[src/cub_alu_pkg.sv]
package cub_alu_pkg;

    // ============================================================
    // widths
    // ============================================================
    localparam int WORD_W     = 32;
    localparam int RF_ADDR_W  = 5;
    localparam int RF_DEPTH   = 32;
    localparam int CSR_ADDR_W = 4;
    localparam int CSR_DATA_W = 16;
    localparam int SHIFT_W    = 5;
    localparam int LAMBDA_W   = 16;
    localparam int IMM_W      = 12;

    typedef logic [WORD_W-1:0]     word_t;
    typedef logic [RF_ADDR_W-1:0]  rf_addr_t;
    typedef logic [CSR_ADDR_W-1:0] csr_addr_t;
    typedef logic [CSR_DATA_W-1:0] csr_data_t;
    typedef logic [SHIFT_W-1:0]    shift_t;
    typedef logic [LAMBDA_W-1:0]   lambda_t;   // signed scale

    // low two opcode bits line up with the arith operator
    typedef enum logic [1:0] {
        ARITH_ADD = 2'd0,
        ARITH_SUB = 2'd1,
        ARITH_MAX = 2'd2,
        ARITH_MIN = 2'd3
    } arith_op_e;

    typedef enum logic [3:0] {
        OP_ADD = 4'h0,
        OP_SUB = 4'h1,
        OP_MAX = 4'h2,
        OP_MIN = 4'h3,
        OP_MUL = 4'h4,
        OP_LI  = 4'h5,
        OP_OUT = 4'h6,
        OP_NOP = 4'hf
    } instr_op_e;

    // ============================================================
    // csr map and crossbar channels
    // ============================================================
    localparam csr_addr_t CSR_MODE   = 4'd0;
    localparam csr_addr_t CSR_BIAS   = 4'd1;
    localparam csr_addr_t CSR_SHIFT  = 4'd2;
    localparam csr_addr_t CSR_LAMBDA = 4'd3;
    localparam csr_addr_t CSR_XBAR   = 4'd4;

    localparam int XBAR_CH_IN  = 4;
    localparam int XBAR_CH_OUT = 3;
    localparam int XBAR_MASK_W = XBAR_CH_IN * XBAR_CH_OUT;

    localparam int XIN_STREAM = 0;
    localparam int XIN_RF     = 1;
    localparam int XIN_MULT   = 2;
    localparam int XIN_ARITH  = 3;

    localparam int XOUT_MULT  = 0;
    localparam int XOUT_ARITH = 1;
    localparam int XOUT_PORT  = 2;

endpackage

[src/cub_mult.sv]
`timescale 1ns/10ps
module cub_mult (
    input  logic                 clk,
    input  logic                 rst_n,
    input  logic                 cflow_mode_i,
    input  logic                 instr_en_i,
    input  cub_alu_pkg::word_t   operand_a_i,
    input  cub_alu_pkg::word_t   operand_b_i,
    input  cub_alu_pkg::word_t   cflow_data_i,
    input  logic                 cflow_valid_i,
    input  cub_alu_pkg::lambda_t lambda_i,
    input  cub_alu_pkg::shift_t  shift_i,
    output cub_alu_pkg::word_t   rslt_o,
    output logic                 rslt_valid_o
);

    localparam int W = cub_alu_pkg::WORD_W;

    cub_alu_pkg::word_t   op_a;
    cub_alu_pkg::word_t   op_b;
    logic signed [2*W-1:0] product;
    logic signed [2*W-1:0] prod_shr;
    logic                 en;

    assign op_a = cflow_mode_i ? cflow_data_i : operand_a_i;
    assign op_b = cflow_mode_i ? {{(W-cub_alu_pkg::LAMBDA_W){lambda_i[15]}}, lambda_i}
                               : operand_b_i;
    assign en   = cflow_mode_i ? cflow_valid_i : instr_en_i;

    // full 64-bit signed product, low word kept
    assign product  = $signed(op_a) * $signed(op_b);
    assign prod_shr = product >>> shift_i;

    always_ff @(posedge clk or negedge rst_n) begin
        if (!rst_n)
            rslt_valid_o <= 1'b0;
        else
            rslt_valid_o <= cflow_mode_i & cflow_valid_i;
    end

    always_ff @(posedge clk) begin
        if (en)
            rslt_o <= cflow_mode_i ? prod_shr[W-1:0] : product[W-1:0];
    end

endmodule

[config.mk]
export PLATFORM = sky130hd
export DESIGN_NAME = cub_mult
export DESIGN_NICKNAME = d
export VERILOG_FILES = /design/src/cub_alu_pkg.sv /design/src/cub_mult.sv
export SDC_FILE = /design/constraint.sdc
export NUM_CORES = 2
export LEC_CHECK = 0
export ABC_AREA = 1
export BUFFER_PORTS_ARGS = -buffer_cell sky130_fd_sc_hd__buf_4
export CORE_MARGIN = 2
export CORE_UTILIZATION = 30
export CTS_CLUSTER_DIAMETER = 100
export CTS_CLUSTER_SIZE = 12
export DETAILED_ROUTE_END_ITERATION = 8
export GPL_TIMING_DRIVEN = 1
export PLACE_DENSITY_LB_ADDON = 0.25
export SLEW_MARGIN = 20
export SYNTH_ARGS = -nofsm -noshare
export SYNTH_HDL_FRONTEND = slang
export SYNTH_SLANG_ARGS = --single-unit
[constraint.sdc]
create_clock -name clk -period 0.8 [get_ports clk]
set_input_delay 0.04 -clock clk [delete_from_list [all_inputs] [get_ports clk]]
set_output_delay 0.04 -clock clk [all_outputs]
set_load 0.1 [all_outputs]
==> results.sh <==
export IMPL_run_status="complete, but fails checks"
export IMPL_violations="setup timing"
export IMPL_dpl_hpwl_um=149300
export IMPL_dpl_instance_area_sq_um=53000
export IMPL_critPathMaxFanout=24
export IMPL_grt_setup_unrepaired="yes"
export IMPL_min_path_type="in -> async"
export IMPL_cts_tree="built"
export IMPL_multi_input_area_sq_um=38050
export IMPL_cts_root_buffer="clkbuf_16"
export IMPL_critPathTopFamily="adder cells"
export IMPL_dieWidth_um=380.9
export IMPL_crit_top_cell="fa_1"
export IMPL_report_final_slew_viol_count=0
export IMPL_n_antenna_cell=0
export IMPL_fp_row_count=138
export IMPL_setup_ws_ns=-7.096
export IMPL_portBuffers=154
export IMPL_critPathRequiredTime_ns=0.83
export IMPL_crit_slowest_cell="fa_2"
export IMPL_wl_per_cell_um=20.21
export IMPL_die_area_sq_um=145100
export IMPL_ys_ff_latch=33
export IMPL_ff_latch_area_sq_um=985.9
export IMPL_critPathLaunchType="input pin"
export IMPL_grt_start_max_net_pins=38
export IMPL_final_antenna_net_count=0
export IMPL_final_cell_mix="nand2_1 (1512), inv_1 (1215), fa_1 (1022)"
export IMPL_drc=0
export IMPL_fill_cells=14830
export IMPL_max_freq_mhz=126.6
export IMPL_slew_headroom=0.6924
export IMPL_max_cap_violations=0
export IMPL_htreeDepth=2
export IMPL_core_area_sq_um=141200
export IMPL_cts_buffer_depth=2
export IMPL_numCtsBuffers=5
export IMPL_grt_pass1_wl_um=258200
export IMPL_crit_start="cflow_mode_i"
export IMPL_synthFlopType="edfxtp_1"
export IMPL_cts_sinks=33
export IMPL_syn_area_sq_um=42620
export IMPL_nNetsFinal=7736
export IMPL_avgSynthCellArea_sq_um=7.652
export IMPL_setup_viol=98
export IMPL_grt_pass1_vias=41610
export IMPL_antenna_found_initial=2
export IMPL_vias_per_cell=4.689
export IMPL_die_h_um=380.9
export IMPL_synth_nets=6947
export IMPL_critPathCaptureType="register"
export IMPL_syn_inst=5570
export IMPL_worstMarginPinSlew_ns=0.4597
export IMPL_detail_route_first_pass_iterations=5
export IMPL_worst_path_largest_cell_delay_ns=0.61
export IMPL_hold_violations=0
export IMPL_arrival_ns=7.93
export IMPL_grt_use_total=0.2345
export IMPL_min_period_ns=7.896
export IMPL_yosysWarnings=0
export IMPL_drive_above_1_share=0.2653
export IMPL_seq_area_frac_synth=0.02313
export IMPL_areaGrowthSynthToFinish_pct=31.31
export IMPL_detailedPlace_worstSlack_ns=-7.848
export IMPL_overflow=0
export IMPL_ioPinCount=155
export IMPL_num_vias=38680
export IMPL_post_route_period_util=9.871
export IMPL_dp_cells=8191
export IMPL_initial_core_util=0.3018
export IMPL_drt_iter0_drc=2960
export IMPL_final_cell_area_sq_um=55960
export IMPL_timing_hold_ws_ns=0.08099
export IMPL_globalplace_congestion=0.9506
export IMPL_synth_edf_count=32
export IMPL_drt_wl_total_um=166800
export IMPL_stdcell_count=8250
export IMPL_final_common_cell="nand2_1"
export IMPL_cts_clk_slew_worst_paths_ns=0.06
export IMPL_critPathKind="in -> reg"
export IMPL_async_flop_share=0.03030
export IMPL_ys_types=47
export IMPL_cp_num_buf_inv=9
==> state kept, by name, indices dropped and copies added, names as in the netlist <==
register / count
rslt_o: 32
rslt_valid_o: 1
==> worst max-delay path by stage <==
stage,endpoint,slack (ns),depth (start not counted)
floorplan,rslt_o[28],-6.75,38
global placement,rslt_o[13],-7.87,37
detailed placement,rslt_o[13],-7.85,36
CTS,rslt_o[24],-7.01,37
global route,rslt_o[13],-7.33,37
finish,rslt_o[13],-7.10,36
==> through the flow <==
step	setup TNS [ns]	utilization
5_1_grt	-258.15	0.3962
3_3_place_gp	-278.05	0.3753
4_1_cts	-245.70	0.3923
2_1_floorplan	-255.02	-
6_report	-247.59	0.3962
3_5_place_dp	-276.86	0.3753
==> metal layers <==
metal / GRT usage / share of wire
met1: 0.3436 / 0.47
met2: 0.3773 / 0.46
met3: 0.02772 / 0.060
met4: 0.03572 / 0.019
met5: 0 / 0
==> cells by family (layout without fill, tap and decap cells) <==
| family | Yosys count | in the layout | share of synthesized area |
|---|---|---|---|
| and+or+nand+nor | 2576 | 2576 | 0.2548 |
| buffers and inverters | 1526 | 2316 | 0.1392 |
| adders and majority gates | 1255 | 1255 | 0.5574 |
| AOI/OAI and AO/OA | 168 | 168 | 0.02293 |
| DFF | 33 | 33 | 0.02313 |
| xor gates and xnor gates | 9 | 9 | 0.001850 |
| muxes | 3 | 3 | 0.0007046 |
==> synth_stat cells (12+ instances only) <==
cell type	number	area (sq um)
fa_1	1073	21480
ha_1	182	2277
buf_1	28	105.1
nor2_2	42	262.8
a21oi_1	62	310.3
inv_1	1256	4715
nand2_1	1609	6040
nand3_1	442	2212
clkbuf_1	136	510.5
nand2_2	33	206.5
o21ai_1	25	125.1
edfxtp_1	32	960.9
clkinv_1	12	45.04
o21ai_0	36	180.2
or2_2	48	300.3
nor2_1	327	1227
nand4_1	21	131.4
o21ai_2	25	219.0
nand3_2	28	280.3
inv_2	24	90.09
buf_2	49	245.2
==> area by class of cell <==
type                       count  area share
tap                         1890     0.04225
inverter                    1293     0.08784
timing repair buffer        1015      0.1695
clock inverter                 2   0.0006036
sequential                    33     0.01762
multi-input combinational   4011      0.6799
clock buffer                   6    0.002303
==> what timing repair did <==
| action | in CTS | in global routing |
|---|---|---|
| hold buffers | 1 | 0 |
| endpoints found under the hold margin | 1 | 0 |
| gates cloned | 1 | 0 |
| endpoints found under the setup margin | 98 | 98 |
| buffers inserted | 40 | 9 |
| resized for setup | 431 | 126 |
| pin swaps | 119 | 79 |
Power is not shown: default switching activity piles up to over one toggle a cycle in this logic, so the estimate is an artifact.
