**config.mk**
```make
export PLATFORM = sky130hd
export DESIGN_NAME = cub_id_stage
export DESIGN_NICKNAME = d
export VERILOG_FILES = /design/src/cub_alu_pkg.sv /design/src/cub_id_stage.sv
export SDC_FILE = /design/constraint.sdc
export NUM_CORES = 2
export LEC_CHECK = 0
export BUFFER_PORTS_ARGS = -buffer_cell sky130_fd_sc_hd__buf_4
export CELL_PAD_IN_SITES_DETAIL_PLACEMENT = 1
export CELL_PAD_IN_SITES_GLOBAL_PLACEMENT = 2
export CORE_ASPECT_RATIO = 1.2
export CORE_UTILIZATION = 39
export DETAILED_ROUTE_END_ITERATION = 12
export PLACE_DENSITY_LB_ADDON = 0.1
export SYNTH_ARGS = -nofsm -noshare
export SYNTH_HDL_FRONTEND = slang
export SYNTH_SLANG_ARGS = --single-unit
```
**constraint.sdc**
```tcl
create_clock -name clk -period 4.1 [get_ports clk]
set_clock_uncertainty 0.15 [all_clocks]
set_input_delay 0.41 -clock clk [delete_from_list [all_inputs] [get_ports clk]]
set_output_delay 0.41 -clock clk [all_outputs]
set_load 0.01 [all_outputs]
```
**src/cub_alu_pkg.sv**
```systemverilog
package cub_alu_pkg;

    // ============================================================
    // widths
    // ============================================================
    localparam int WORD_W     = 32;
    localparam int RF_ADDR_W  = 5;
    localparam int RF_DEPTH   = 32;
    localparam int CSR_ADDR_W = 4;
    localparam int CSR_DATA_W = 16;
    localparam int SHIFT_W    = 5;
    localparam int LAMBDA_W   = 16;
    localparam int IMM_W      = 12;

    typedef logic [WORD_W-1:0]     word_t;
    typedef logic [RF_ADDR_W-1:0]  rf_addr_t;
    typedef logic [CSR_ADDR_W-1:0] csr_addr_t;
    typedef logic [CSR_DATA_W-1:0] csr_data_t;
    typedef logic [SHIFT_W-1:0]    shift_t;
    typedef logic [LAMBDA_W-1:0]   lambda_t;   // signed scale

    // low two opcode bits line up with the arith operator
    typedef enum logic [1:0] {
        ARITH_ADD = 2'd0,
        ARITH_SUB = 2'd1,
        ARITH_MAX = 2'd2,
        ARITH_MIN = 2'd3
    } arith_op_e;

    typedef enum logic [3:0] {
        OP_ADD = 4'h0,
        OP_SUB = 4'h1,
        OP_MAX = 4'h2,
        OP_MIN = 4'h3,
        OP_MUL = 4'h4,
        OP_LI  = 4'h5,
        OP_OUT = 4'h6,
        OP_NOP = 4'hf
    } instr_op_e;

    // ============================================================
    // csr map and crossbar channels
    // ============================================================
    localparam csr_addr_t CSR_MODE   = 4'd0;
    localparam csr_addr_t CSR_BIAS   = 4'd1;
    localparam csr_addr_t CSR_SHIFT  = 4'd2;
    localparam csr_addr_t CSR_LAMBDA = 4'd3;
    localparam csr_addr_t CSR_XBAR   = 4'd4;

    localparam int XBAR_CH_IN  = 4;
    localparam int XBAR_CH_OUT = 3;
    localparam int XBAR_MASK_W = XBAR_CH_IN * XBAR_CH_OUT;

    localparam int XIN_STREAM = 0;
    localparam int XIN_RF     = 1;
    localparam int XIN_MULT   = 2;
    localparam int XIN_ARITH  = 3;

    localparam int XOUT_MULT  = 0;
    localparam int XOUT_ARITH = 1;
    localparam int XOUT_PORT  = 2;

endpackage

```
**src/cub_id_stage.sv**
```systemverilog
`timescale 1ns/10ps
module cub_id_stage (
    input  logic                   clk,
    input  logic                   rst_n,
    input  cub_alu_pkg::word_t     instr_i,
    input  logic                   instr_valid_i,
    input  logic                   deassert_we_i,
    output logic                   alu_en_o,
    output cub_alu_pkg::arith_op_e alu_op_o,
    output logic                   mult_en_o,
    output cub_alu_pkg::word_t     operand_a_o,
    output cub_alu_pkg::word_t     operand_b_o,
    output cub_alu_pkg::word_t     rf_out_o,
    output logic                   rf_out_valid_o,
    input  cub_alu_pkg::word_t     alu_rslt_i,
    input  cub_alu_pkg::word_t     mult_rslt_i
);

    localparam int IMM_W = cub_alu_pkg::IMM_W;

    cub_alu_pkg::instr_op_e opcode;
    cub_alu_pkg::rf_addr_t  rd;
    cub_alu_pkg::rf_addr_t  rs1;
    cub_alu_pkg::rf_addr_t  rs2;
    cub_alu_pkg::word_t     imm_sext;
    cub_alu_pkg::arith_op_e dec_op;
    logic                   is_arith;
    logic                   is_mul;
    logic                   is_li;
    logic                   is_out;

    cub_alu_pkg::word_t     rf [cub_alu_pkg::RF_DEPTH];

    // pending destination, one stage per cycle until writeback
    cub_alu_pkg::rf_addr_t  ex_rd;
    cub_alu_pkg::rf_addr_t  wb_rd;
    logic                   ex_we;
    logic                   wb_we;
    logic                   ex_mul;
    logic                   wb_mul;

    assign opcode   = cub_alu_pkg::instr_op_e'(instr_i[31:28]);
    assign rd       = instr_i[27:23];
    assign rs1      = instr_i[22:18];
    assign rs2      = instr_i[17:13];
    assign imm_sext = {{(cub_alu_pkg::WORD_W-IMM_W){instr_i[IMM_W-1]}}, instr_i[IMM_W-1:0]};

    // ============================================================
    // decode
    // ============================================================
    always_comb begin
        is_arith = 1'b0;
        is_mul   = 1'b0;
        is_li    = 1'b0;
        is_out   = 1'b0;
        dec_op   = cub_alu_pkg::ARITH_ADD;
        if (instr_valid_i) begin
            case (opcode)
                cub_alu_pkg::OP_ADD,
                cub_alu_pkg::OP_SUB,
                cub_alu_pkg::OP_MAX,
                cub_alu_pkg::OP_MIN: begin
                    is_arith = 1'b1;
                    dec_op   = cub_alu_pkg::arith_op_e'(opcode[1:0]);
                end
                cub_alu_pkg::OP_MUL: is_mul = 1'b1;
                cub_alu_pkg::OP_LI:  is_li  = 1'b1;
                cub_alu_pkg::OP_OUT: is_out = 1'b1;
                default: ;                          // nop and unknown
            endcase
        end
    end

    always_ff @(posedge clk or negedge rst_n) begin
        if (!rst_n) begin
            alu_en_o       <= 1'b0;
            mult_en_o      <= 1'b0;
            alu_op_o       <= cub_alu_pkg::ARITH_ADD;
            rf_out_valid_o <= 1'b0;
            ex_rd          <= '0;
            ex_we          <= 1'b0;
            ex_mul         <= 1'b0;
            wb_rd          <= '0;
            wb_we          <= 1'b0;
            wb_mul         <= 1'b0;
        end else begin
            alu_en_o       <= is_arith;
            mult_en_o      <= is_mul;
            rf_out_valid_o <= is_out;                // one-cycle strobe
            ex_we          <= (is_arith | is_mul) & ~deassert_we_i;
            if (is_arith | is_mul) begin
                alu_op_o <= dec_op;
                ex_rd    <= rd;
                ex_mul   <= is_mul;
            end
            wb_rd  <= ex_rd;                        // unit result lands here
            wb_we  <= ex_we;
            wb_mul <= ex_mul;
        end
    end

    // register file and operand latches
    always_ff @(posedge clk) begin
        if (is_arith | is_mul) begin
            operand_a_o <= rf[rs1];
            operand_b_o <= rf[rs2];
        end
        if (is_out)
            rf_out_o <= rf[rs1];
        if (wb_we)
            rf[wb_rd] <= wb_mul ? mult_rslt_i : alu_rslt_i;
        if (is_li && !deassert_we_i)
            rf[rd] <= imm_sext;
    end

endmodule

```
==> flow_summary.ini <==
[clock_tree]
clk_path_buf_depth = 3
cts.clk_slew.worst_paths_ps = 60
cts_setup_buffers = 0
cts_sinks = 1139
htreeDepth = 4
cts_made_buffers = 133
cts_resized = 0
clk_latency_ps = 800
postCtsHoldBufs = 18
cts_root_buf = clkbuf_16
cts_tree = done

[routing]
first_pass_iters = 7
drtIter0Drc = 4261
post_drt_via_cell_ratio = 6.327
ant_nets = 0
routedWlPerCell_um = 34.20
vias = 47540
drc_errors = 0
routed_wirelength_um = 257000

[global_routing]
grt_pass1_vias = 49540
grt_max_degree = 78
grt_overflow = 0
track_usage_pct = 32.36
antenna_found_initial = 9
grt_pass1_wl_um = 360300

[timing]
hold_violations = 0
worst-slew-pin-transition_ps = 1377
rsz0062_at_grt = false
finalSetupViolCount = 0
timing.fmax_mhz = 291.3
fin_ws_ps = 667.0
finalMaxSlewViolations = 0
fin_crit_ps = 3433
finalSetupTns_ps = 0
max_slew_margin_pct = 7.854
post-route-period-util_pct = 83.73

[synthesis]
synth_top_area_share_pct = 55.64
synth_seq_cells = 1139
synth_area_um2 = 60450
ys_warn_count = 0
synthTopCellsByArea = edfxtp_1, mux2i_1, a21oi_1, nor2_1, a22oi_1
synthArstFlopShare_pct = 1.668
synth-edff-count = 1120
syn-instance-count = 5343
avgSynthCellArea_um2 = 11.31
yosys.area.top_type = edfxtp_1
syn-num-nets = 5443
ys.flop_type = edfxtp_1
ys_seq_area_share_pct = 56.42
synth_cell_types = 35

[final_layout]
finalNonFillerCells = 7514
layout.nets = 5522
final_util_pct = 45.71
drive_gt1_share_pct = 15.12
area_growth_pct = 15.86
final_area_um2 = 70040

[pwr]
vdd_drop_max_v = 0.0004529
p_leak_uw = 0.02621
powerDensity_nw_per_um2 = 406.8

[critical_path]
critical_path_peak_fanout = 23
path_class = input port to flip-flop
critPathCaptureType = flip-flop
cp-startpoint = instr_i[29]
worst_setup_path_start_kind = input port
crit_arrival_ps = 3770
rr_startpoint = wb_rd[0]
required_ps = 4440

[die]
die_area_um2 = 156600
pin_count = 201
initial_core_util_pct = 39.45
rows = 157
die_w_um = 361.4
die_h_um = 433.3
core_um2 = 153200

[place]
hpwl_um = 162700
place_ws_ps = 436.2
port_buffers = 199
gp_congestion = 0.8766
dp_cells = 7256
placed_area_um2 = 65730

[outcome]
status = finished clean

[job]
drv_cap = 0

[hold_path]
min_path_type = input port to flip-flop
worstHoldStart = instr_i[1]
==> stage by stage <==
stage	hold slack (ps)	total power, uW
after detailed placement	168.3	17070
final	58.43	28490
after global placement	168.1	16980
after CTS	1.468	28630
after global routing	40.77	29210
after floorplan	-35.59	15440
==> sequential cells by signal (all words and copies together), names as in the netlist <==
name            count
rf               1024
operand_a_o        32
operand_b_o        32
rf_out_o           32
ex_rd               5
wb_rd               5
alu_op_o            2
alu_en_o            1
ex_mul              1
ex_we               1
mult_en_o           1
rf_out_valid_o      1
wb_mul              1
wb_we               1
==> power by group <==
group / leakage [uW] / switching, uW / internal (uW)
clock: 0.00202 / 5050 / 6560
sequential: 0.0103 / 78.2 / 13100
combinational: 0.0139 / 2390 / 1280
total: 0.0262 / 7510 / 21000
==> cell usage in the layout (no fill, tap or decap), drive strengths merged <==
master and n:
a21oi 1216, edfxtp 1120, mux2i 1056, buf 513, nor2 389, nand2 233, nand3 194, a22oi 192
clkbuf 166, a22o 128, nor3 66, a31oi 64, clkinv 55, o21ai 35, dfrtp 19, dlygate4sd3 18
inv 10, nand3b 6, bufinv 6, mux2 5, nor2b 5, nand2b 5, diode 4, or3b 4
nor3b 4, nor4 2, and3b 2, and2 2, or2 2, and3 1, nand4bb 1, nor4b 1
or3 1, a21o 1, clkinvlp 1
==> routing by layer <==
| layer | share of wire [%] | GRT usage (%) | wire length (um) |
|---|---|---|---|
| met5 | 0.026 | 0 | 66 |
| met4 | 6.6 | 19.83 | 16950 |
| met3 | 5.5 | 4.494 | 14260 |
| met2 | 49 | 55.06 | 125300 |
| met1 | 39 | 38.78 | 100400 |
==> synth_stat cells, drive strengths merged (2+ instances only) <==
cell    instances
dfrtp          19
buf           218
and2            2
o21ai          35
nand2b          5
nor2b           5
or3b            4
edfxtp       1120
and3b           2
inv             2
mux2i        1056
nor2          389
nand2         233
nor3           66
nor4            2
a21oi        1216
or2             2
clkbuf        369
a22o          128
a31oi          64
a22oi         192
nand3         194
nor3b           4
nand3b          6
mux2            5
==> area by class of cell <==
class	count	area, um2
clock inverter	70	533.0
multi-input combinational	3615	24750
timing repair buffer	531	4559
clock buffer	166	3578
tap	1987	2486
antenna	4	10.01
fill	16020	83190
sequential	1139	34110
inverter	2	7.507
==> path summary, 6_finish.rpt <==
path,slack (ps),cells after the start,endpoint
setup reg to reg,930,3,rf[28][7]
setup / recovery,670,8,rf[1][2]
min in group asynchronous,750,3,ex_mul
hold reg to reg,220,0,wb_rd[4]
max in group asynchronous,2290,3,wb_mul
hold / removal,60,3,rf[10][1]
==> worst max-delay path: stages <==
cell           delay (ps)
dlygate4sd3_1         540
buf_4                 140
nand4bb_1             620
nor4b_2               450
buf_4                 280
nand2_2               410
o21ai_4               580
buf_4                 330
==> cell families (layout without fill, tap and decap cells) <==
logic type / after synthesis / after routing / share of synthesized area [%]
flip-flops: 1139 / 1139 / 56.42
buffers and inverters: 589 / 769 / 4.125
other: 0 / 4 / 0
AO/OA/AOI/OAI: 1636 / 1636 / 15.27
AND/OR/NAND/NOR: 918 / 918 / 6.603
multiplexers: 1061 / 1061 / 17.58
(Power assumes the default switching activity.)
