===== src/cub_alu_pkg.sv =====
package cub_alu_pkg;

    // ============================================================
    // widths
    // ============================================================
    localparam int WORD_W     = 32;
    localparam int RF_ADDR_W  = 5;
    localparam int RF_DEPTH   = 32;
    localparam int CSR_ADDR_W = 4;
    localparam int CSR_DATA_W = 16;
    localparam int SHIFT_W    = 5;
    localparam int LAMBDA_W   = 16;
    localparam int IMM_W      = 12;

    typedef logic [WORD_W-1:0]     word_t;
    typedef logic [RF_ADDR_W-1:0]  rf_addr_t;
    typedef logic [CSR_ADDR_W-1:0] csr_addr_t;
    typedef logic [CSR_DATA_W-1:0] csr_data_t;
    typedef logic [SHIFT_W-1:0]    shift_t;
    typedef logic [LAMBDA_W-1:0]   lambda_t;   // signed scale

    // low two opcode bits line up with the arith operator
    typedef enum logic [1:0] {
        ARITH_ADD = 2'd0,
        ARITH_SUB = 2'd1,
        ARITH_MAX = 2'd2,
        ARITH_MIN = 2'd3
    } arith_op_e;

    typedef enum logic [3:0] {
        OP_ADD = 4'h0,
        OP_SUB = 4'h1,
        OP_MAX = 4'h2,
        OP_MIN = 4'h3,
        OP_MUL = 4'h4,
        OP_LI  = 4'h5,
        OP_OUT = 4'h6,
        OP_NOP = 4'hf
    } instr_op_e;

    // ============================================================
    // csr map and crossbar channels
    // ============================================================
    localparam csr_addr_t CSR_MODE   = 4'd0;
    localparam csr_addr_t CSR_BIAS   = 4'd1;
    localparam csr_addr_t CSR_SHIFT  = 4'd2;
    localparam csr_addr_t CSR_LAMBDA = 4'd3;
    localparam csr_addr_t CSR_XBAR   = 4'd4;

    localparam int XBAR_CH_IN  = 4;
    localparam int XBAR_CH_OUT = 3;
    localparam int XBAR_MASK_W = XBAR_CH_IN * XBAR_CH_OUT;

    localparam int XIN_STREAM = 0;
    localparam int XIN_RF     = 1;
    localparam int XIN_MULT   = 2;
    localparam int XIN_ARITH  = 3;

    localparam int XOUT_MULT  = 0;
    localparam int XOUT_ARITH = 1;
    localparam int XOUT_PORT  = 2;

endpackage


===== src/cub_arith.sv =====
`timescale 1ns/10ps
module cub_arith (
    input  logic                   clk,
    input  logic                   rst_n,
    input  logic                   cflow_mode_i,
    input  logic                   instr_en_i,
    input  cub_alu_pkg::arith_op_e instr_op_i,
    input  cub_alu_pkg::word_t     operand_a_i,
    input  cub_alu_pkg::word_t     operand_b_i,
    input  cub_alu_pkg::word_t     cflow_data_i,
    input  logic                   cflow_valid_i,
    input  cub_alu_pkg::arith_op_e cflow_op_i,
    input  cub_alu_pkg::word_t     bias_i,
    input  cub_alu_pkg::shift_t    shift_i,
    output cub_alu_pkg::word_t     rslt_o,
    output logic                   rslt_valid_o
);

    cub_alu_pkg::word_t     op_a;
    cub_alu_pkg::word_t     op_b;
    cub_alu_pkg::arith_op_e op_sel;
    cub_alu_pkg::word_t     raw;
    logic signed [cub_alu_pkg::WORD_W-1:0] raw_shr;
    cub_alu_pkg::word_t     rslt_next;
    logic                   en;

    // stream side uses the csr bias and operator
    assign op_a   = cflow_mode_i ? cflow_data_i : operand_a_i;
    assign op_b   = cflow_mode_i ? bias_i : operand_b_i;
    assign op_sel = cflow_mode_i ? cflow_op_i : instr_op_i;
    assign en     = cflow_mode_i ? cflow_valid_i : instr_en_i;

    always_comb begin
        case (op_sel)
            cub_alu_pkg::ARITH_ADD: raw = op_a + op_b;
            cub_alu_pkg::ARITH_SUB: raw = op_a - op_b;
            cub_alu_pkg::ARITH_MAX: raw = ($signed(op_a) > $signed(op_b)) ? op_a : op_b;
            default:                raw = ($signed(op_a) < $signed(op_b)) ? op_a : op_b;
        endcase
    end

    // truncation only on the stream path
    assign raw_shr   = $signed(raw) >>> shift_i;
    assign rslt_next = cflow_mode_i ? raw_shr : raw;

    always_ff @(posedge clk or negedge rst_n) begin
        if (!rst_n)
            rslt_valid_o <= 1'b0;
        else
            rslt_valid_o <= cflow_mode_i & cflow_valid_i;
    end

    always_ff @(posedge clk) begin
        if (en)
            rslt_o <= rslt_next;
    end

endmodule


===== config.mk =====
export PLATFORM = sky130hd
export DESIGN_NAME = cub_arith
export DESIGN_NICKNAME = d
export VERILOG_FILES = /design/src/cub_alu_pkg.sv /design/src/cub_arith.sv
export SDC_FILE = /design/constraint.sdc
export NUM_CORES = 1
export LEC_CHECK = 0
export ABC_AREA = 0
export BUFFER_PORTS_ARGS = -buffer_cell sky130_fd_sc_hd__buf_2
export CORE_ASPECT_RATIO = 1.25
export CORE_MARGIN = 3
export CORE_UTILIZATION = 60
export CTS_BUF_LIST = sky130_fd_sc_hd__clkbuf_4
export CTS_CLUSTER_DIAMETER = 150
export DETAILED_ROUTE_END_ITERATION = 10
export PLACE_DENSITY_LB_ADDON = 0.15
export SLEW_MARGIN = 20
export SYNTH_ARGS = -nofsm -noshare
export SYNTH_HDL_FRONTEND = slang
export SYNTH_SLANG_ARGS = --single-unit
export TNS_END_PERCENT = 100

===== constraint.sdc =====
create_clock -name clk -period 0.8 [get_ports clk]
set_input_delay 0.24 -clock clk [delete_from_list [all_inputs] [get_ports clk]]
set_output_delay 0.24 -clock clk [all_outputs]
set_load 0.005 [all_outputs]

==> results.toml, run 1 <==
[yosys]
dominantRegCellSynth = "sky130_fd_sc_hd__edfxtp_1"
synth.cell_area_um2 = 9920
synth.ff_latch_count = 33
synth-edff-count = 32
synth_cell_type_count = 95
syn-mean-instance-area_um2 = 7.23
post_synth_inst_count = 1373
mappedNetlistNets = 1580
yosysWarningCount = 0
synth_sequential_area_ratio_pct = 9.93
async_reset_ff_share_pct = 3.03

[run_status]
lastStage = "detailed placement (3_5_place_dp)"
outcome = "aborted with a tool error"
run.stop_error = "[ERROR DPL-0033] detailed placement checks failed during check placement."

[floorplanning]
rows = 51
die-width_um = 121
initial_utilization_pct = 62.5
floorplan.die.height_um = 150
top_level_ports = 175

[place]
dpl.hpwl_um = 53100
placement.io_buffers = 174
place.gp.congestion = 1.32
metrics by stage:
stage	setup TNS [ns]	instances
global placement	-150.23	2255
floorplan	-141.02	1373
cells in the mapped netlist, types with 12 or more instances:
cell type / instances / area share [%]
sky130_fd_sc_hd__inv_1: 77 / 2.9
sky130_fd_sc_hd__nand4_1: 23 / 1.4
sky130_fd_sc_hd__or3_1: 12 / 0.76
sky130_fd_sc_hd__mux2_2: 45 / 5.1
sky130_fd_sc_hd__a221oi_1: 12 / 1.1
sky130_fd_sc_hd__ha_1: 63 / 7.9
sky130_fd_sc_hd__o31ai_1: 20 / 1.5
sky130_fd_sc_hd__o22ai_1: 15 / 0.95
sky130_fd_sc_hd__a211oi_1: 26 / 2.0
sky130_fd_sc_hd__nor3_1: 39 / 2.0
sky130_fd_sc_hd__edfxtp_1: 32 / 9.7
sky130_fd_sc_hd__nor2b_1: 17 / 1.1
sky130_fd_sc_hd__clkbuf_1: 51 / 1.9
sky130_fd_sc_hd__o21ai_0: 96 / 4.8
sky130_fd_sc_hd__o211ai_1: 26 / 2.0
sky130_fd_sc_hd__a31oi_1: 17 / 1.1
sky130_fd_sc_hd__a21oi_1: 113 / 5.7
sky130_fd_sc_hd__nor2_1: 111 / 4.2
sky130_fd_sc_hd__o21ai_1: 13 / 0.66
sky130_fd_sc_hd__a211o_1: 12 / 1.1
sky130_fd_sc_hd__o21a_1: 13 / 0.98
sky130_fd_sc_hd__and3_1: 12 / 0.76
sky130_fd_sc_hd__mux2i_1: 74 / 7.5
sky130_fd_sc_hd__nor4_1: 22 / 1.4
sky130_fd_sc_hd__o2111ai_1: 12 / 1.1
sky130_fd_sc_hd__buf_2: 23 / 1.2
sky130_fd_sc_hd__nand3_1: 40 / 2.0
sky130_fd_sc_hd__nand2_1: 103 / 3.9
sky130_fd_sc_hd__o221ai_1: 15 / 1.3
kinds of logic after synthesis:
family	Yosys count	synth area share, %
DFF	33	9.93
adders and majority gates	65	8.35
AOI/OAI and AO/OA	532	37.4
buffers and inverters	168	6.76
xor gates and xnor gates	9	0.794
muxes	126	14.1
and+or+nand+nor	440	22.7
==> run 2, diff against run 1 <==
--- a/config.mk
+++ b/config.mk
@@ -7,11 +7,8 @@
 export LEC_CHECK = 0
 export ABC_AREA = 0
 export BUFFER_PORTS_ARGS = -buffer_cell sky130_fd_sc_hd__buf_2
-export CORE_ASPECT_RATIO = 1.25
 export CORE_MARGIN = 3
-export CORE_UTILIZATION = 60
-export CTS_BUF_LIST = sky130_fd_sc_hd__clkbuf_4
-export CTS_CLUSTER_DIAMETER = 150
+export CORE_UTILIZATION = 40
 export DETAILED_ROUTE_END_ITERATION = 10
 export PLACE_DENSITY_LB_ADDON = 0.15
 export SLEW_MARGIN = 20
==> run 2 against run 1 <==
  * The flow now finishes, with violations (negative setup slack)
  * Synthesized cell count did not move
  * Synthesized area did not move
==> results.toml, run 2 <==
[sta]
totalNegativeSetupSlack_ns = -134.57
fin_crit_ns = 4.50
timing.final.setup_violations = 97
timing.final.max_slew_violations = 0
worstMarginPinSlew_ns = 1.13
post-route-worst-setup-slack_ns = -3.70
rsz0062_at_grt = "yes"
period_share_pct = 563
max_clock_freq_mhz = 222
slew-limit-headroom_pct = 24.0
hold-worst-slack_ns = 0.259
final_hold_violation_count = 0

[finish]
largest_register_ffs = 32
nets = 2446
top_regs = "rslt_o (32), rslt_valid_o (1)"
finalCoreUtilization_pct = 81.5
regMostFlops = "rslt_o"
layout-drive-gt1-share_pct = 60.6
layout_stage_area_growth_over_the_synthesis_result_pct = 99.7
layout.cells.most_common = "sky130_fd_sc_hd__buf_4"
post-route-cell-area_um2 = 19800
mostFrequentLayoutCells = "sky130_fd_sc_hd__buf_4 (681), sky130_fd_sc_hd__buf_2 (173), sky130_fd_sc_hd__nor2_1 (104), sky130_fd_sc_hd__nand2_1 (88), sky130_fd_sc_hd__a21oi_1 (80)"
final_cells = 2564
n_antenna_cell = 0

[clock_tree]
path_clk_slew_ns = 0.06
root_buffer = "sky130_fd_sc_hd__clkbuf_16"
cts_tree = "built"
clock_tree.htree_level_count = 2
cts_max_path_buffers = 2
cts-buffers-inserted = 5
clock_sinks = 33

[floorplanning]
core_region_area_um2 = 24300
floorplan.die.height_um = 164
top_level_ports = 175
rows = 57
die-width_um = 164
initial_utilization_pct = 40.8
floorplan.die_area_um2 = 26700

[run_status]
outcome = "finished, violations left"
violated_checks = "negative setup slack"

[yosys]
synth_top_cell_by_area = "sky130_fd_sc_hd__edfxtp_1"
dominantRegCellSynth = "sky130_fd_sc_hd__edfxtp_1"
synth-edff-count = 32
yosys.cell_count.top_type = "sky130_fd_sc_hd__a21oi_1"
post_synth_inst_count = 1373
yosysWarningCount = 0
synth_top_cells_by_count = "sky130_fd_sc_hd__a21oi_1 (113), sky130_fd_sc_hd__nor2_1 (111), sky130_fd_sc_hd__nand2_1 (103)"
synth.ff_latch_count = 33
synth_cell_type_count = 95
syn-mean-instance-area_um2 = 7.23
synth_sequential_area_ratio_pct = 9.93
synth.cell_area_um2 = 9920
yosysTopAreaCellShare_pct = 9.68
leading_cell_types_by_total_area_after_synthesis = "sky130_fd_sc_hd__edfxtp_1 (9.7%), sky130_fd_sc_hd__ha_1 (7.9%), sky130_fd_sc_hd__mux2i_1 (7.5%), sky130_fd_sc_hd__a21oi_1 (5.7%), sky130_fd_sc_hd__mux2_2 (5.1%)"
mappedNetlistNets = 1580
async_reset_ff_share_pct = 3.03

[setup_path]
cpPeakStageDelay_ns = 0.52
crit_path_start = "cflow_mode_i"
timing.critical_path.slowest_stage_cell = "sky130_fd_sc_hd__or4_4"
worst-endpoint-arrival_ns = 4.54
path_buf_inv = 7
critical_path_required_ns = 0.84
worstSetupEndpoint = "rslt_o[15]"
critical_path.max_fanout = 8
worstSetupPathDepth = 21
critPathTopFamily = "simple AND/OR/NAND/NOR gates"
path_class = "in -> reg"
critical_path.startpoint_type = "primary input"
critical_path.cell_chain = "buf_16 -> buf_12 -> buf_8 -> mux2_4 -> ha_4 -> nand4_1 -> buf_4 -> or4_4 -> nor2_4 -> a21boi_4 -> buf_6 -> nor2_4 -> buf_6 -> o211ai_1 -> nand4_1 -> mux2i_2 -> buf_4 -> nor2_1 -> a21o_1 -> mux4_2 -> a22o_1"
timing.critical_path.to_type = "flop"

[routing]
route.antenna.remaining_nets = 0
dr.pass1.iters = 6
route.final.wire_length_um = 65200
remaining_drc_errors = 0
routed_via_density = 6.58
route.vias.total = 16866
first_iter_violations = 2341
routed_wire_length_per_instance_um = 25.4

[place]
placed_cells = 2448
placement.io_buffers = 174
place.gp.congestion = 1.08
dpl.hpwl_um = 47000
dp_slack_ns = -4.49
dpl_cell_area_um2 = 16200

[job]
timing.max_cap.violations = 0

[global_routing]
global_route_total_usage_across_every_layer_pct = 43.4
grt_max_degree = 18
grt_antenna_before_repair = 0
vias_in_the_first_global_route = 15993
grt_first_pass_wirelength_um = 89900
globalRoute.totalOverflow = 0

[pwr]
p_leak_nw = 8.80
switchingPower_mw = 14.4
netSwitchingFraction_pct = 46.2
comb_power_share_pct = 84.6
cellInternalPower_mw = 16.7
ir_drop_v = 0.000937
clock_power_share_pct = 7.6
totalPowerFinal_mw = 31.1
sequentialPowerShare_pct = 7.9
pwr_density_cell_nw_per_um2 = 1570

[worst_hold_path]
worst_hold_path_type = "in -> async"
[run 2: cell counts after synthesis]
Identical to the previous run, type by type.
[run 2: logic make-up (layout without fill, tap and decap cells)]
family / count (synthesis) / count (layout) / synth area share [%]
muxes: 126 / 126 / 14.1
adders and majority gates: 65 / 65 / 8.35
and+or+nand+nor: 440 / 440 / 22.7
DFF: 33 / 33 / 9.93
AOI/OAI and AO/OA: 532 / 535 / 37.4
buffers and inverters: 168 / 1032 / 6.76
xor gates and xnor gates: 9 / 9 / 0.794
[run 2: cell type report]
| class | instances | area, um^2 |
|---|---|---|
| sequential | 33 | 986 |
| multi-input combinational | 1175 | 10700 |
| fill | 1550 | 4500 |
| inverter | 81 | 312 |
| clock buffer | 7 | 143 |
| clock inverter | 1 | 30.0 |
| tap | 324 | 405 |
| timing repair buffer | 943 | 7270 |
[run 2: how the worst min path moves through the flow]
| stage | cells past startpoint | to | startpoint | slack (ns) |
|---|---|---|---|---|
| 4_1_cts | 2 | rslt_valid_o | cflow_valid_i | 0.25 |
| 3_3_place_gp | 1 | rslt_valid_o | rst_n | 0.02 |
| 2_1_floorplan | 0 | rslt_valid_o | rst_n | -0.06 |
| 5_1_grt | 2 | rslt_valid_o | rst_n | 0.27 |
| 3_5_place_dp | 1 | rslt_valid_o | rst_n | 0.02 |
| 6_report | 2 | rslt_valid_o | rst_n | 0.26 |
[run 2: layer usage]
metal / vias to the layer above / GRT usage (%) / share of wire (%)
li1: 7131 / - / -
met5: - / 0 / 0
met4: 0 / 24.2 / 9.2
met1: 7804 / 53.2 / 36
met2: 1430 / 70.8 / 43
met3: 501 / 8.88 / 11
[run 2: power by group through the flow]
stage	Sequential (mW)	Combinational (mW)	Clock [mW]
final	2.44	26.3	2.35
after CTS	2.44	22.4	2.33
after detailed placement	2.48	19.3	0
after global routing	2.46	27.1	2.38
after global placement	2.47	19.1	0
after floorplan	2.50	8.92	0
[run 2: repair_timing]
item | CTS | global route
hold buffers | 1 | 0
endpoints found under the setup margin | 98 | 97
buffers inserted | 46 | 56
gates cloned | 7 | 2
pin swaps | 78 | 100
resized for setup | 310 | 189
endpoints found under the hold margin | 1 | 0
(Power assumes the default switching activity.)
