### src/cub_alu_pkg.sv
package cub_alu_pkg;

    // ============================================================
    // widths
    // ============================================================
    localparam int WORD_W     = 32;
    localparam int RF_ADDR_W  = 5;
    localparam int RF_DEPTH   = 32;
    localparam int CSR_ADDR_W = 4;
    localparam int CSR_DATA_W = 16;
    localparam int SHIFT_W    = 5;
    localparam int LAMBDA_W   = 16;
    localparam int IMM_W      = 12;

    typedef logic [WORD_W-1:0]     word_t;
    typedef logic [RF_ADDR_W-1:0]  rf_addr_t;
    typedef logic [CSR_ADDR_W-1:0] csr_addr_t;
    typedef logic [CSR_DATA_W-1:0] csr_data_t;
    typedef logic [SHIFT_W-1:0]    shift_t;
    typedef logic [LAMBDA_W-1:0]   lambda_t;   // signed scale

    // low two opcode bits line up with the arith operator
    typedef enum logic [1:0] {
        ARITH_ADD = 2'd0,
        ARITH_SUB = 2'd1,
        ARITH_MAX = 2'd2,
        ARITH_MIN = 2'd3
    } arith_op_e;

    typedef enum logic [3:0] {
        OP_ADD = 4'h0,
        OP_SUB = 4'h1,
        OP_MAX = 4'h2,
        OP_MIN = 4'h3,
        OP_MUL = 4'h4,
        OP_LI  = 4'h5,
        OP_OUT = 4'h6,
        OP_NOP = 4'hf
    } instr_op_e;

    // ============================================================
    // csr map and crossbar channels
    // ============================================================
    localparam csr_addr_t CSR_MODE   = 4'd0;
    localparam csr_addr_t CSR_BIAS   = 4'd1;
    localparam csr_addr_t CSR_SHIFT  = 4'd2;
    localparam csr_addr_t CSR_LAMBDA = 4'd3;
    localparam csr_addr_t CSR_XBAR   = 4'd4;

    localparam int XBAR_CH_IN  = 4;
    localparam int XBAR_CH_OUT = 3;
    localparam int XBAR_MASK_W = XBAR_CH_IN * XBAR_CH_OUT;

    localparam int XIN_STREAM = 0;
    localparam int XIN_RF     = 1;
    localparam int XIN_MULT   = 2;
    localparam int XIN_ARITH  = 3;

    localparam int XOUT_MULT  = 0;
    localparam int XOUT_ARITH = 1;
    localparam int XOUT_PORT  = 2;

endpackage

### src/cub_crossbar.sv
`timescale 1ns/10ps
module cub_crossbar #(
    parameter int CH_IN  = cub_alu_pkg::XBAR_CH_IN,
    parameter int CH_OUT = cub_alu_pkg::XBAR_CH_OUT
) (
    input  logic                                clk,
    input  logic                                rst_n,
    input  logic [CH_IN*CH_OUT-1:0]             mask_i,
    input  cub_alu_pkg::word_t [CH_IN-1:0]      data_in_i,
    input  logic [CH_IN-1:0]                    valid_in_i,
    output cub_alu_pkg::word_t [CH_OUT-1:0]     data_out_o,
    output logic [CH_OUT-1:0]                   valid_out_o,
    output cub_alu_pkg::word_t                  port_data_o,
    output logic                                port_valid_o
);

    // ============================================================
    // and-or merge, mask slice k covers inputs of output k
    // ============================================================
    always_comb begin
        data_out_o  = '0;
        valid_out_o = '0;
        for (int k = 0; k < CH_OUT; k++) begin
            for (int i = 0; i < CH_IN; i++) begin
                data_out_o[k]  = data_out_o[k]
                               | (data_in_i[i] & {cub_alu_pkg::WORD_W{mask_i[k*CH_IN+i]}});
                valid_out_o[k] = valid_out_o[k] | (valid_in_i[i] & mask_i[k*CH_IN+i]);
            end
        end
    end

    // last output channel goes off-chip through a register
    always_ff @(posedge clk or negedge rst_n) begin
        if (!rst_n)
            port_valid_o <= 1'b0;
        else
            port_valid_o <= valid_out_o[CH_OUT-1];
    end

    always_ff @(posedge clk) begin
        if (valid_out_o[CH_OUT-1])
            port_data_o <= data_out_o[CH_OUT-1];
    end

endmodule

### config.mk
export PLATFORM = sky130hd
export DESIGN_NAME = cub_crossbar
export DESIGN_NICKNAME = d
export VERILOG_FILES = /design/src/cub_alu_pkg.sv /design/src/cub_crossbar.sv
export SDC_FILE = /design/constraint.sdc
export NUM_CORES = 1
export LEC_CHECK = 0
export BUFFER_PORTS_ARGS = -buffer_cell sky130_fd_sc_hd__clkbuf_2
export CAP_MARGIN = 20
export CORE_AREA = 2 2 109 111
export DETAILED_ROUTE_END_ITERATION = 6
export DIE_AREA = 0 0 111 113
export PLACE_DENSITY = 0.67
export SLEW_MARGIN = 30
export SYNTH_ARGS = -nofsm -noshare
export SYNTH_HDL_FRONTEND = slang
export SYNTH_SLANG_ARGS = --single-unit
### constraint.sdc
create_clock -name clk -period 1.4 [get_ports clk]
set_clock_uncertainty 0.05 [all_clocks]
set_input_delay 0.28 -clock clk [delete_from_list [all_inputs] [get_ports clk]]
set_output_delay 0.28 -clock clk [all_outputs]
set_load 0.05 [all_outputs]
==> flow_metrics.env, run 1 <==
export IMPL_status="complete, but fails checks"
export IMPL_violations="negative setup slack"
export IMPL_io_buffers=277
export IMPL_slew_viol_final=0
export IMPL_dp_cells=784
export IMPL_multi_input_area_um2=2590
export IMPL_yosys_area_share_simple=0.110
export IMPL_cp_required_ps=1070
export IMPL_avgRoutedWirePerCell_um=24.4
export IMPL_synth_compound_area_frac=0.447
export IMPL_irDropWorstVdd_v=0.000559
export IMPL_nets=811
export IMPL_final_common_cell="clkbuf_2"
export IMPL_wirelength_mm=19.8
export IMPL_syn_num_nets=524
export IMPL_clock_sinks=33
export IMPL_crit_type="in -> out"
export IMPL_max_slew_margin=0.779
export IMPL_min_period_ps=1490
export IMPL_crit_arrival_ps=1160
export IMPL_p_leak_nw=3.08
export IMPL_final_cells=809
export IMPL_seq_area_frac_synth=0.293
export IMPL_worstSetupEndpointType="primary output"
export IMPL_core_area_um2=11300
export IMPL_synth_top_family_by_area="compound AO/OA/AOI/OAI gates"
export IMPL_cp_max_fo=5
export IMPL_grt_pass1_wl_mm=25.7
export IMPL_synth_cells=378
export IMPL_pin_count=278
export IMPL_cp_top_family="buffers and inverters"
export IMPL_finalHoldViolCount=0
export IMPL_syn_area_um2=3370
export IMPL_clock_path_buffers=2
export IMPL_fill_cells=887
export IMPL_rows=39
export IMPL_first_global_vias=4832
export IMPL_cts_tree="built"
export IMPL_clk_pin_slew_ps=60
export IMPL_dr_first_iter_drc_count=528
export IMPL_hp_class="in -> async"
export IMPL_gp_congestion=0.925
export IMPL_dr_pass1_iters=5
export IMPL_die_w_um=111
export IMPL_layout_common_cells="clkbuf_2 (170), a22oi_2 (124), a22oi_1 (74)"
export IMPL_grt_max_degree=34
export IMPL_dp_hpwl_mm=12.5
export IMPL_fin_ws_ps=-87.4
export IMPL_vias=4980
export IMPL_avgSynthCellArea_um2=8.91
export IMPL_tightest_slew_ps=332
export IMPL_viasPerCell=6.16
export IMPL_grt_antenna_before_repair=0
export IMPL_dpl_worst_slack_ps=-123
export IMPL_regArea_um2=986
export IMPL_cp_num_buf_inv=3
export IMPL_finalCritPeriodShare=1.06
export IMPL_cap_violations=0
export IMPL_antenna_cells=0
export IMPL_grt_util_all_layers=0.257
export IMPL_ant_nets=0
export IMPL_cp_startpoint="mask_i[0]"
export IMPL_yosys_area_top_type="a22oi_1"
export IMPL_fmax_mhz=672
export IMPL_syn2layout_area_growth_pct=108
export IMPL_drive_gt1_frac=0.749
export IMPL_yosys_warnings=0
export IMPL_synth_top_area_frac=0.433
export IMPL_synthAdderAreaFrac=0
export IMPL_synthDistinctLibCells=9
export IMPL_path_cells="buf_4 -> clkbuf_16 -> a22oi_1 -> nand2_2 -> buf_12"
export IMPL_endpoint="data_out_o[13]"
export IMPL_cts_buffers=5
export IMPL_crit_cells=5
export IMPL_die_y_um=113
export IMPL_drc_errors=0
export IMPL_cpMaxStageDelayCell="a22oi_1"
export IMPL_setup_violations_final=4
export IMPL_place_area_um2=5320
export IMPL_synth_seq_cells=33
export IMPL_start_util=0.299
export IMPL_cts_max_level=2
export IMPL_start_kind="primary input"
export IMPL_dieArea_um2=12500
export IMPL_cts_root_buf="clkbuf_16"
export IMPL_synth_xor_area_frac=0
export IMPL_grt_overflow=0
export IMPL_rsz0062_at_grt="true"
export IMPL_synth_area_leaders="a22oi_1 (43%), edfxtp_1 (29%), buf_6 (12%)"
export IMPL_critPathMaxStageDelay_ps=280
export IMPL_synth_mux_area_frac=0
export IMPL_powerDensity_nw_per_um2=915
export IMPL_final_area_um2=7000
synthesized netlist by cell type, drive strengths merged:
| master | number |
|---|---|
| nand2 | 99 |
| a22oi | 198 |
| dfrtp | 1 |
| edfxtp | 32 |
| buf | 45 |
| clkbuf | 3 |
what timing repair did:
item	CTS	global route
setup buffers	2	2
gates cloned	0	12
pin swaps	7	31
hold buffers	1	0
endpoints found under the setup margin	92	97
resized for setup	170	185
hold endpoints to repair	1	0
registers in the layout, indices dropped and copies added, names as in the netlist:
signal,flops
port_data_o,32
port_valid_o,1
stage by stage:
stage                util  hold WS [ps]  TNS [ps]  power, mW
floorplan               -         -65.6         0       3.47
global placement    0.472          5.78     -2630       4.54
detailed placement  0.472          6.04     -4170       4.57
CTS                 0.547           245      -167       6.00
global route        0.621           260      -543       6.59
finish              0.621           257      -131       6.40
where the power goes:
group / switching [mW] / total [mW] / internal (mW)
combinational: 2.56 / 4.00 / 1.44
sequential: 0.0415 / 1.30 / 1.26
clock: 0.456 / 1.11 / 0.655
total: 3.05 / 6.40 / 3.35
cell families (layout without fill, tap and decap cells):
kind of cell,after synthesis,count (layout)
DFF,33,33
buffers and inverters,48,336
AOI/OAI and AO/OA,198,198
and+or+nand+nor,99,99
metal layers:
layer	track usage	vias up	part of all wire
li1	-	2101	-
met1	0.309	2373	0.37
met2	0.433	434	0.50
met3	0.0530	72	0.089
met4	0.143	0	0.045
met5	0	-	0
how the worst min path moves through the flow:
stage	endpoint	slack (ps)	depth (start not counted)
detailed placement	port_valid_o	6	1
global route	port_valid_o	260	2
global placement	port_valid_o	6	1
finish	port_valid_o	260	2
CTS	port_valid_o	250	2
floorplan	port_valid_o	-70	0
cell type report:
cell class / instances / area share
Clock buffer: 6 / 0.0184
Sequential cell: 33 / 0.141
Multi-Input combinational cell: 297 / 0.370
Timing Repair Buffer: 328 / 0.444
Clock inverter: 2 / 0.00143
Tap cell: 143 / 0.0256
Note: power is estimated with default switching activity, not from simulation.
==> run 2: changes to the inputs <==
Settings changed: MAX_ROUTING_LAYER from default to met4.
==> run 2 against run 1 <==
Effect of this change: the flow finishes with violations (design-rule violations, negative setup slack); highest routed layer unchanged; first-iteration DRC count up 3.6%; sequential share of layout area down 0.18 points; cell count up 0.12%; sequential power about the same; largest power group unchanged; critical path depth unchanged; worst hold slack better by 15 ps.
==> flow_metrics.env, run 2 (synthesized netlist as in run 1, its figures left out) <==
export IMPL_status="complete, but fails checks"
export IMPL_violations="design-rule violations, negative setup slack"
export IMPL_fmax_mhz=692
export IMPL_rows=39
export IMPL_nets=812
export IMPL_fin_hold_ws_ps=272
export IMPL_finalHoldViolCount=0
export IMPL_die_y_um=113
export IMPL_final_area_um2=7090
export IMPL_fin_ws_ps=-46.0
export IMPL_top_regs="port_data_o x32, port_valid_o x1"
export IMPL_clock_sinks=33
export IMPL_crit_type="in -> out"
export IMPL_dp_cells=782
export IMPL_grt_max_degree=34
export IMPL_die_w_um=111
export IMPL_cap_violations=0
export IMPL_cts_root_buf="clkbuf_16"
export IMPL_dp_hpwl_mm=12.3
export IMPL_final_common_cell="clkbuf_2"
export IMPL_cts_buffers=5
export IMPL_place_area_um2=5330
export IMPL_setup_violations_final=1
export IMPL_fin_total_pwr_mw=6.48
export IMPL_cts_tree="built"
export IMPL_tightest_slew_ps=310
export IMPL_dr_first_iter_drc_count=547
export IMPL_start_kind="primary input"
export IMPL_drive_gt1_frac=0.741
export IMPL_powerDensity_nw_per_um2=914
export IMPL_gp_congestion=0.930
export IMPL_vias=5054
export IMPL_crit_arrival_ps=1120
export IMPL_core_area_um2=11300
export IMPL_cp_required_ps=1070
export IMPL_grt_overflow=0
export IMPL_antenna_cells=0
export IMPL_wirelength_mm=20.8
export IMPL_grt_pass1_wl_mm=25.9
export IMPL_finalCritPeriodShare=1.03
export IMPL_irDropWorstVdd_v=0.000517
export IMPL_pin_count=278
export IMPL_largest_reg_flops=32
export IMPL_drc_errors=3
export IMPL_regMostFlops="port_data_o"
export IMPL_grt_antenna_before_repair=0
export IMPL_grt_util_all_layers=0.268
export IMPL_dieArea_um2=12500
export IMPL_cp_max_fo=14
export IMPL_min_period_ps=1450
export IMPL_clock_path_buffers=2
export IMPL_syn2layout_area_growth_pct=111
export IMPL_clk_pin_slew_ps=50
export IMPL_worstSetupEndpointType="primary output"
export IMPL_hp_class="in -> async"
export IMPL_rsz0062_at_grt="true"
export IMPL_final_core_util=0.629
export IMPL_p_leak_nw=3.12
export IMPL_layout_common_cells="clkbuf_2 (171), a22oi_2 (123), a22oi_1 (75)"
export IMPL_cts_max_level=2
export IMPL_ant_nets=0
export IMPL_cp_startpoint="mask_i[4]"
export IMPL_dr_pass1_iters=7
export IMPL_viasPerCell=6.24
export IMPL_max_slew_margin=0.793
export IMPL_fill_cells=870
export IMPL_slew_viol_final=0
export IMPL_start_util=0.299
export IMPL_avgRoutedWirePerCell_um=25.7
export IMPL_first_global_vias=4870
export IMPL_io_buffers=277
export IMPL_final_cells=810
[run 2: what timing repair did]
| item | CTS | global route |
|---|---|---|
| pin swaps | 7 | 27 |
| hold buffers | 1 | 0 |
| endpoints found under the hold margin | 1 | 0 |
| gates cloned | 1 | 16 |
| setup buffers | 2 | 0 |
| gates resized for setup | 167 | 181 |
| endpoints found under the setup margin | 89 | 93 |
[run 2: report_power, final]
| group | switching [mW] | leakage [nW] | internal, mW |
|---|---|---|---|
| clock network | 0.442 | 0.0712 | 0.711 |
| logic | 2.57 | 2.72 | 1.46 |
| registers | 0.0450 | 0.326 | 1.26 |
| total | 3.06 | 3.12 | 3.43 |
[run 2: worst max-delay path by stage]
| stage | to | slack [ps] | depth (start not counted) |
|---|---|---|---|
| after floorplan | port_data_o[0] | 4 | 4 |
| after global placement | data_out_o[80] | -100 | 5 |
| after detailed placement | data_out_o[66] | -120 | 5 |
| after CTS | data_out_o[68] | -20 | 5 |
| after global routing | data_out_o[46] | -60 | 5 |
| final | data_out_o[46] | -50 | 5 |
[run 2: layout make-up]
cell class	count	area, µm²	share of cell area
sequential	33	986	0.139
multi-input combinational	297	2570	0.363
tap	143	179	0.0252
timing repair buffer	329	3210	0.452
clock buffer	8	146	0.0207
[run 2: critical path, cell delays in order]
cell and delay (ps):
buf_6 100, buf_6 160, a22oi_1 240, nand2_1 160
buf_12 180
[run 2: per-stage QoR]
stage	setup TNS (ps)	worst slack, ps
6_report	-46.0	-46.0
3_3_place_gp	-3260	-103
5_1_grt	-211	-61.9
2_1_floorplan	0	4.16
3_5_place_dp	-4340	-115
4_1_cts	-140	-21.0
[run 2: per-layer routing]
metal | global-route usage | wire [µm] | vias to the layer above
met3 | 0.0525 | 2140 | 98
li1 | - | - | 2113
met2 | 0.456 | 10300 | 434
met1 | 0.300 | 7420 | 2409
met5 | - | 0 | -
met4 | 0.138 | 952 | 0
==> run 3: changes to the inputs <==
Settings changed: CORE_AREA 2 2 109 111 to default, CORE_ASPECT_RATIO from default to 0.5, CORE_MARGIN from default to 2, CORE_UTILIZATION from default to 32, DIE_AREA 0 0 111 113 to default, PLACE_DENSITY 0.67 to 0.71, SKIP_CTS_REPAIR_TIMING from default to 1.
==> run 3 against run 2 <==
Effect of this change: the flow finishes with violations (negative setup slack); global-route usage shrank 0.98 points; utilization is 0.31 points higher; combinational power decreased by 7.9%; cell count is 1.1% lower; sequential share of layout area rose by 1.4 points; worst hold slack lost 15 ps; worst setup slack better by 30 ps; largest power group unchanged.
==> flow_metrics.env, run 3 (synthesized netlist as in run 1, its figures left out) <==
export IMPL_irDropWorstVdd_v=0.000391
export IMPL_grt_max_degree=27
export IMPL_syn2layout_area_growth_pct=91.7
export IMPL_start_kind="primary input"
export IMPL_cap_violations=0
export IMPL_tightest_slew_ps=363
export IMPL_finalHoldViolCount=0
export IMPL_core_area_um2=10200
export IMPL_cp_top_family="buffers and inverters"
export IMPL_clock_path_buffers=2
export IMPL_final_common_cell="clkbuf_2"
export IMPL_path_cells="buf_2 -> buf_12 -> a22oi_2 -> nand2_4 -> buf_6"
export IMPL_min_period_ps=1420
export IMPL_largest_reg_flops=32
export IMPL_clk_pin_slew_ps=50
export IMPL_drc_errors=0
export IMPL_cp_required_ps=1070
export IMPL_setup_violations_final=8
export IMPL_max_slew_margin=0.758
export IMPL_status="complete, but fails checks"
export IMPL_grt_util_all_layers=0.258
export IMPL_cp_num_buf_inv=3
export IMPL_critPathMaxStageDelay_ps=240
export IMPL_gp_congestion=0.939
export IMPL_grt_antenna_before_repair=0
export IMPL_nets=806
export IMPL_dr_first_iter_drc_count=377
export IMPL_pin_count=278
export IMPL_die_w_um=149
export IMPL_violations="negative setup slack"
export IMPL_rows=26
export IMPL_grt_pass1_wl_mm=22.6
export IMPL_viasPerCell=5.84
export IMPL_die_y_um=76.5
export IMPL_io_buffers=277
export IMPL_powerDensity_nw_per_um2=944
export IMPL_regMostFlops="port_data_o"
export IMPL_top_regs="port_data_o x32, port_valid_o x1"
export IMPL_vias=4679
export IMPL_place_area_um2=5200
export IMPL_layout_common_cells="clkbuf_2 (173), a22oi_2 (109), a22oi_1 (89)"
export IMPL_p_leak_nw=2.88
export IMPL_crit_arrival_ps=1090
export IMPL_first_global_vias=4341
export IMPL_cpMaxStageDelayCell="a22oi_2"
export IMPL_dpl_worst_slack_ps=-110
export IMPL_cts_buffers=5
export IMPL_cts_max_level=2
export IMPL_ant_nets=0
export IMPL_start_util=0.330
export IMPL_cp_max_fo=19
export IMPL_dr_pass1_iters=5
export IMPL_fill_cells=879
export IMPL_crit_type="in -> out"
export IMPL_finalCritPeriodShare=1.01
export IMPL_worstSetupEndpointType="primary output"
export IMPL_antenna_cells=0
export IMPL_wirelength_mm=16.9
export IMPL_rsz0062_at_grt="true"
export IMPL_dieArea_um2=11400
export IMPL_hp_class="in -> async"
export IMPL_fin_ws_ps=-16.3
export IMPL_clock_sinks=33
export IMPL_slew_viol_final=0
export IMPL_cp_startpoint="mask_i[8]"
export IMPL_cts_root_buf="clkbuf_16"
export IMPL_cts_tree="built"
export IMPL_fmax_mhz=706
export IMPL_avgRoutedWirePerCell_um=21.0
export IMPL_final_core_util=0.632
export IMPL_fin_hold_ws_ps=257
export IMPL_final_area_um2=6450
export IMPL_grt_overflow=0
export IMPL_drive_gt1_frac=0.717
export IMPL_dp_hpwl_mm=11.5
## run 3: final timing paths
path / to / depth (start not counted) / slack, ps
hold / removal: port_valid_o / 2 / 260
setup / recovery: valid_out_o[2] / 5 / -20
min in group clk: port_data_o[1] / 3 / 290
max in group asynchronous: port_valid_o / 2 / 960
## run 3: routing by layer
metal,wire length (µm),GRT usage
met1,6750,0.318
met2,8330,0.426
met3,1350,0.0473
met4,435,0.0905
met5,0,-
## run 3: through the flow
stage	std cells	setup TNS [ps]	power, mW
floorplan	378	0	3.47
global placement	786	-5030	4.45
detailed placement	786	-6170	4.48
CTS	794	-4010	5.59
global route	801	-816	6.32
finish	801	-66.0	6.09
## run 3: area by class of cell
class | instances | area, µm² | area share
multi-input combinational | 297 | 2500 | 0.387
sequential | 33 | 986 | 0.153
tap | 140 | 175 | 0.0271
clock buffer | 6 | 129 | 0.0200
clock inverter | 2 | 10.0 | 0.00155
timing repair buffer | 323 | 2660 | 0.412
## run 3: report_power, final
part | switching [mW] | internal, mW | leakage, nW
clock network | 0.436 | 0.654 | 0.0706
logic | 2.45 | 1.26 | 2.48
registers | 0.0371 | 1.26 | 0.326
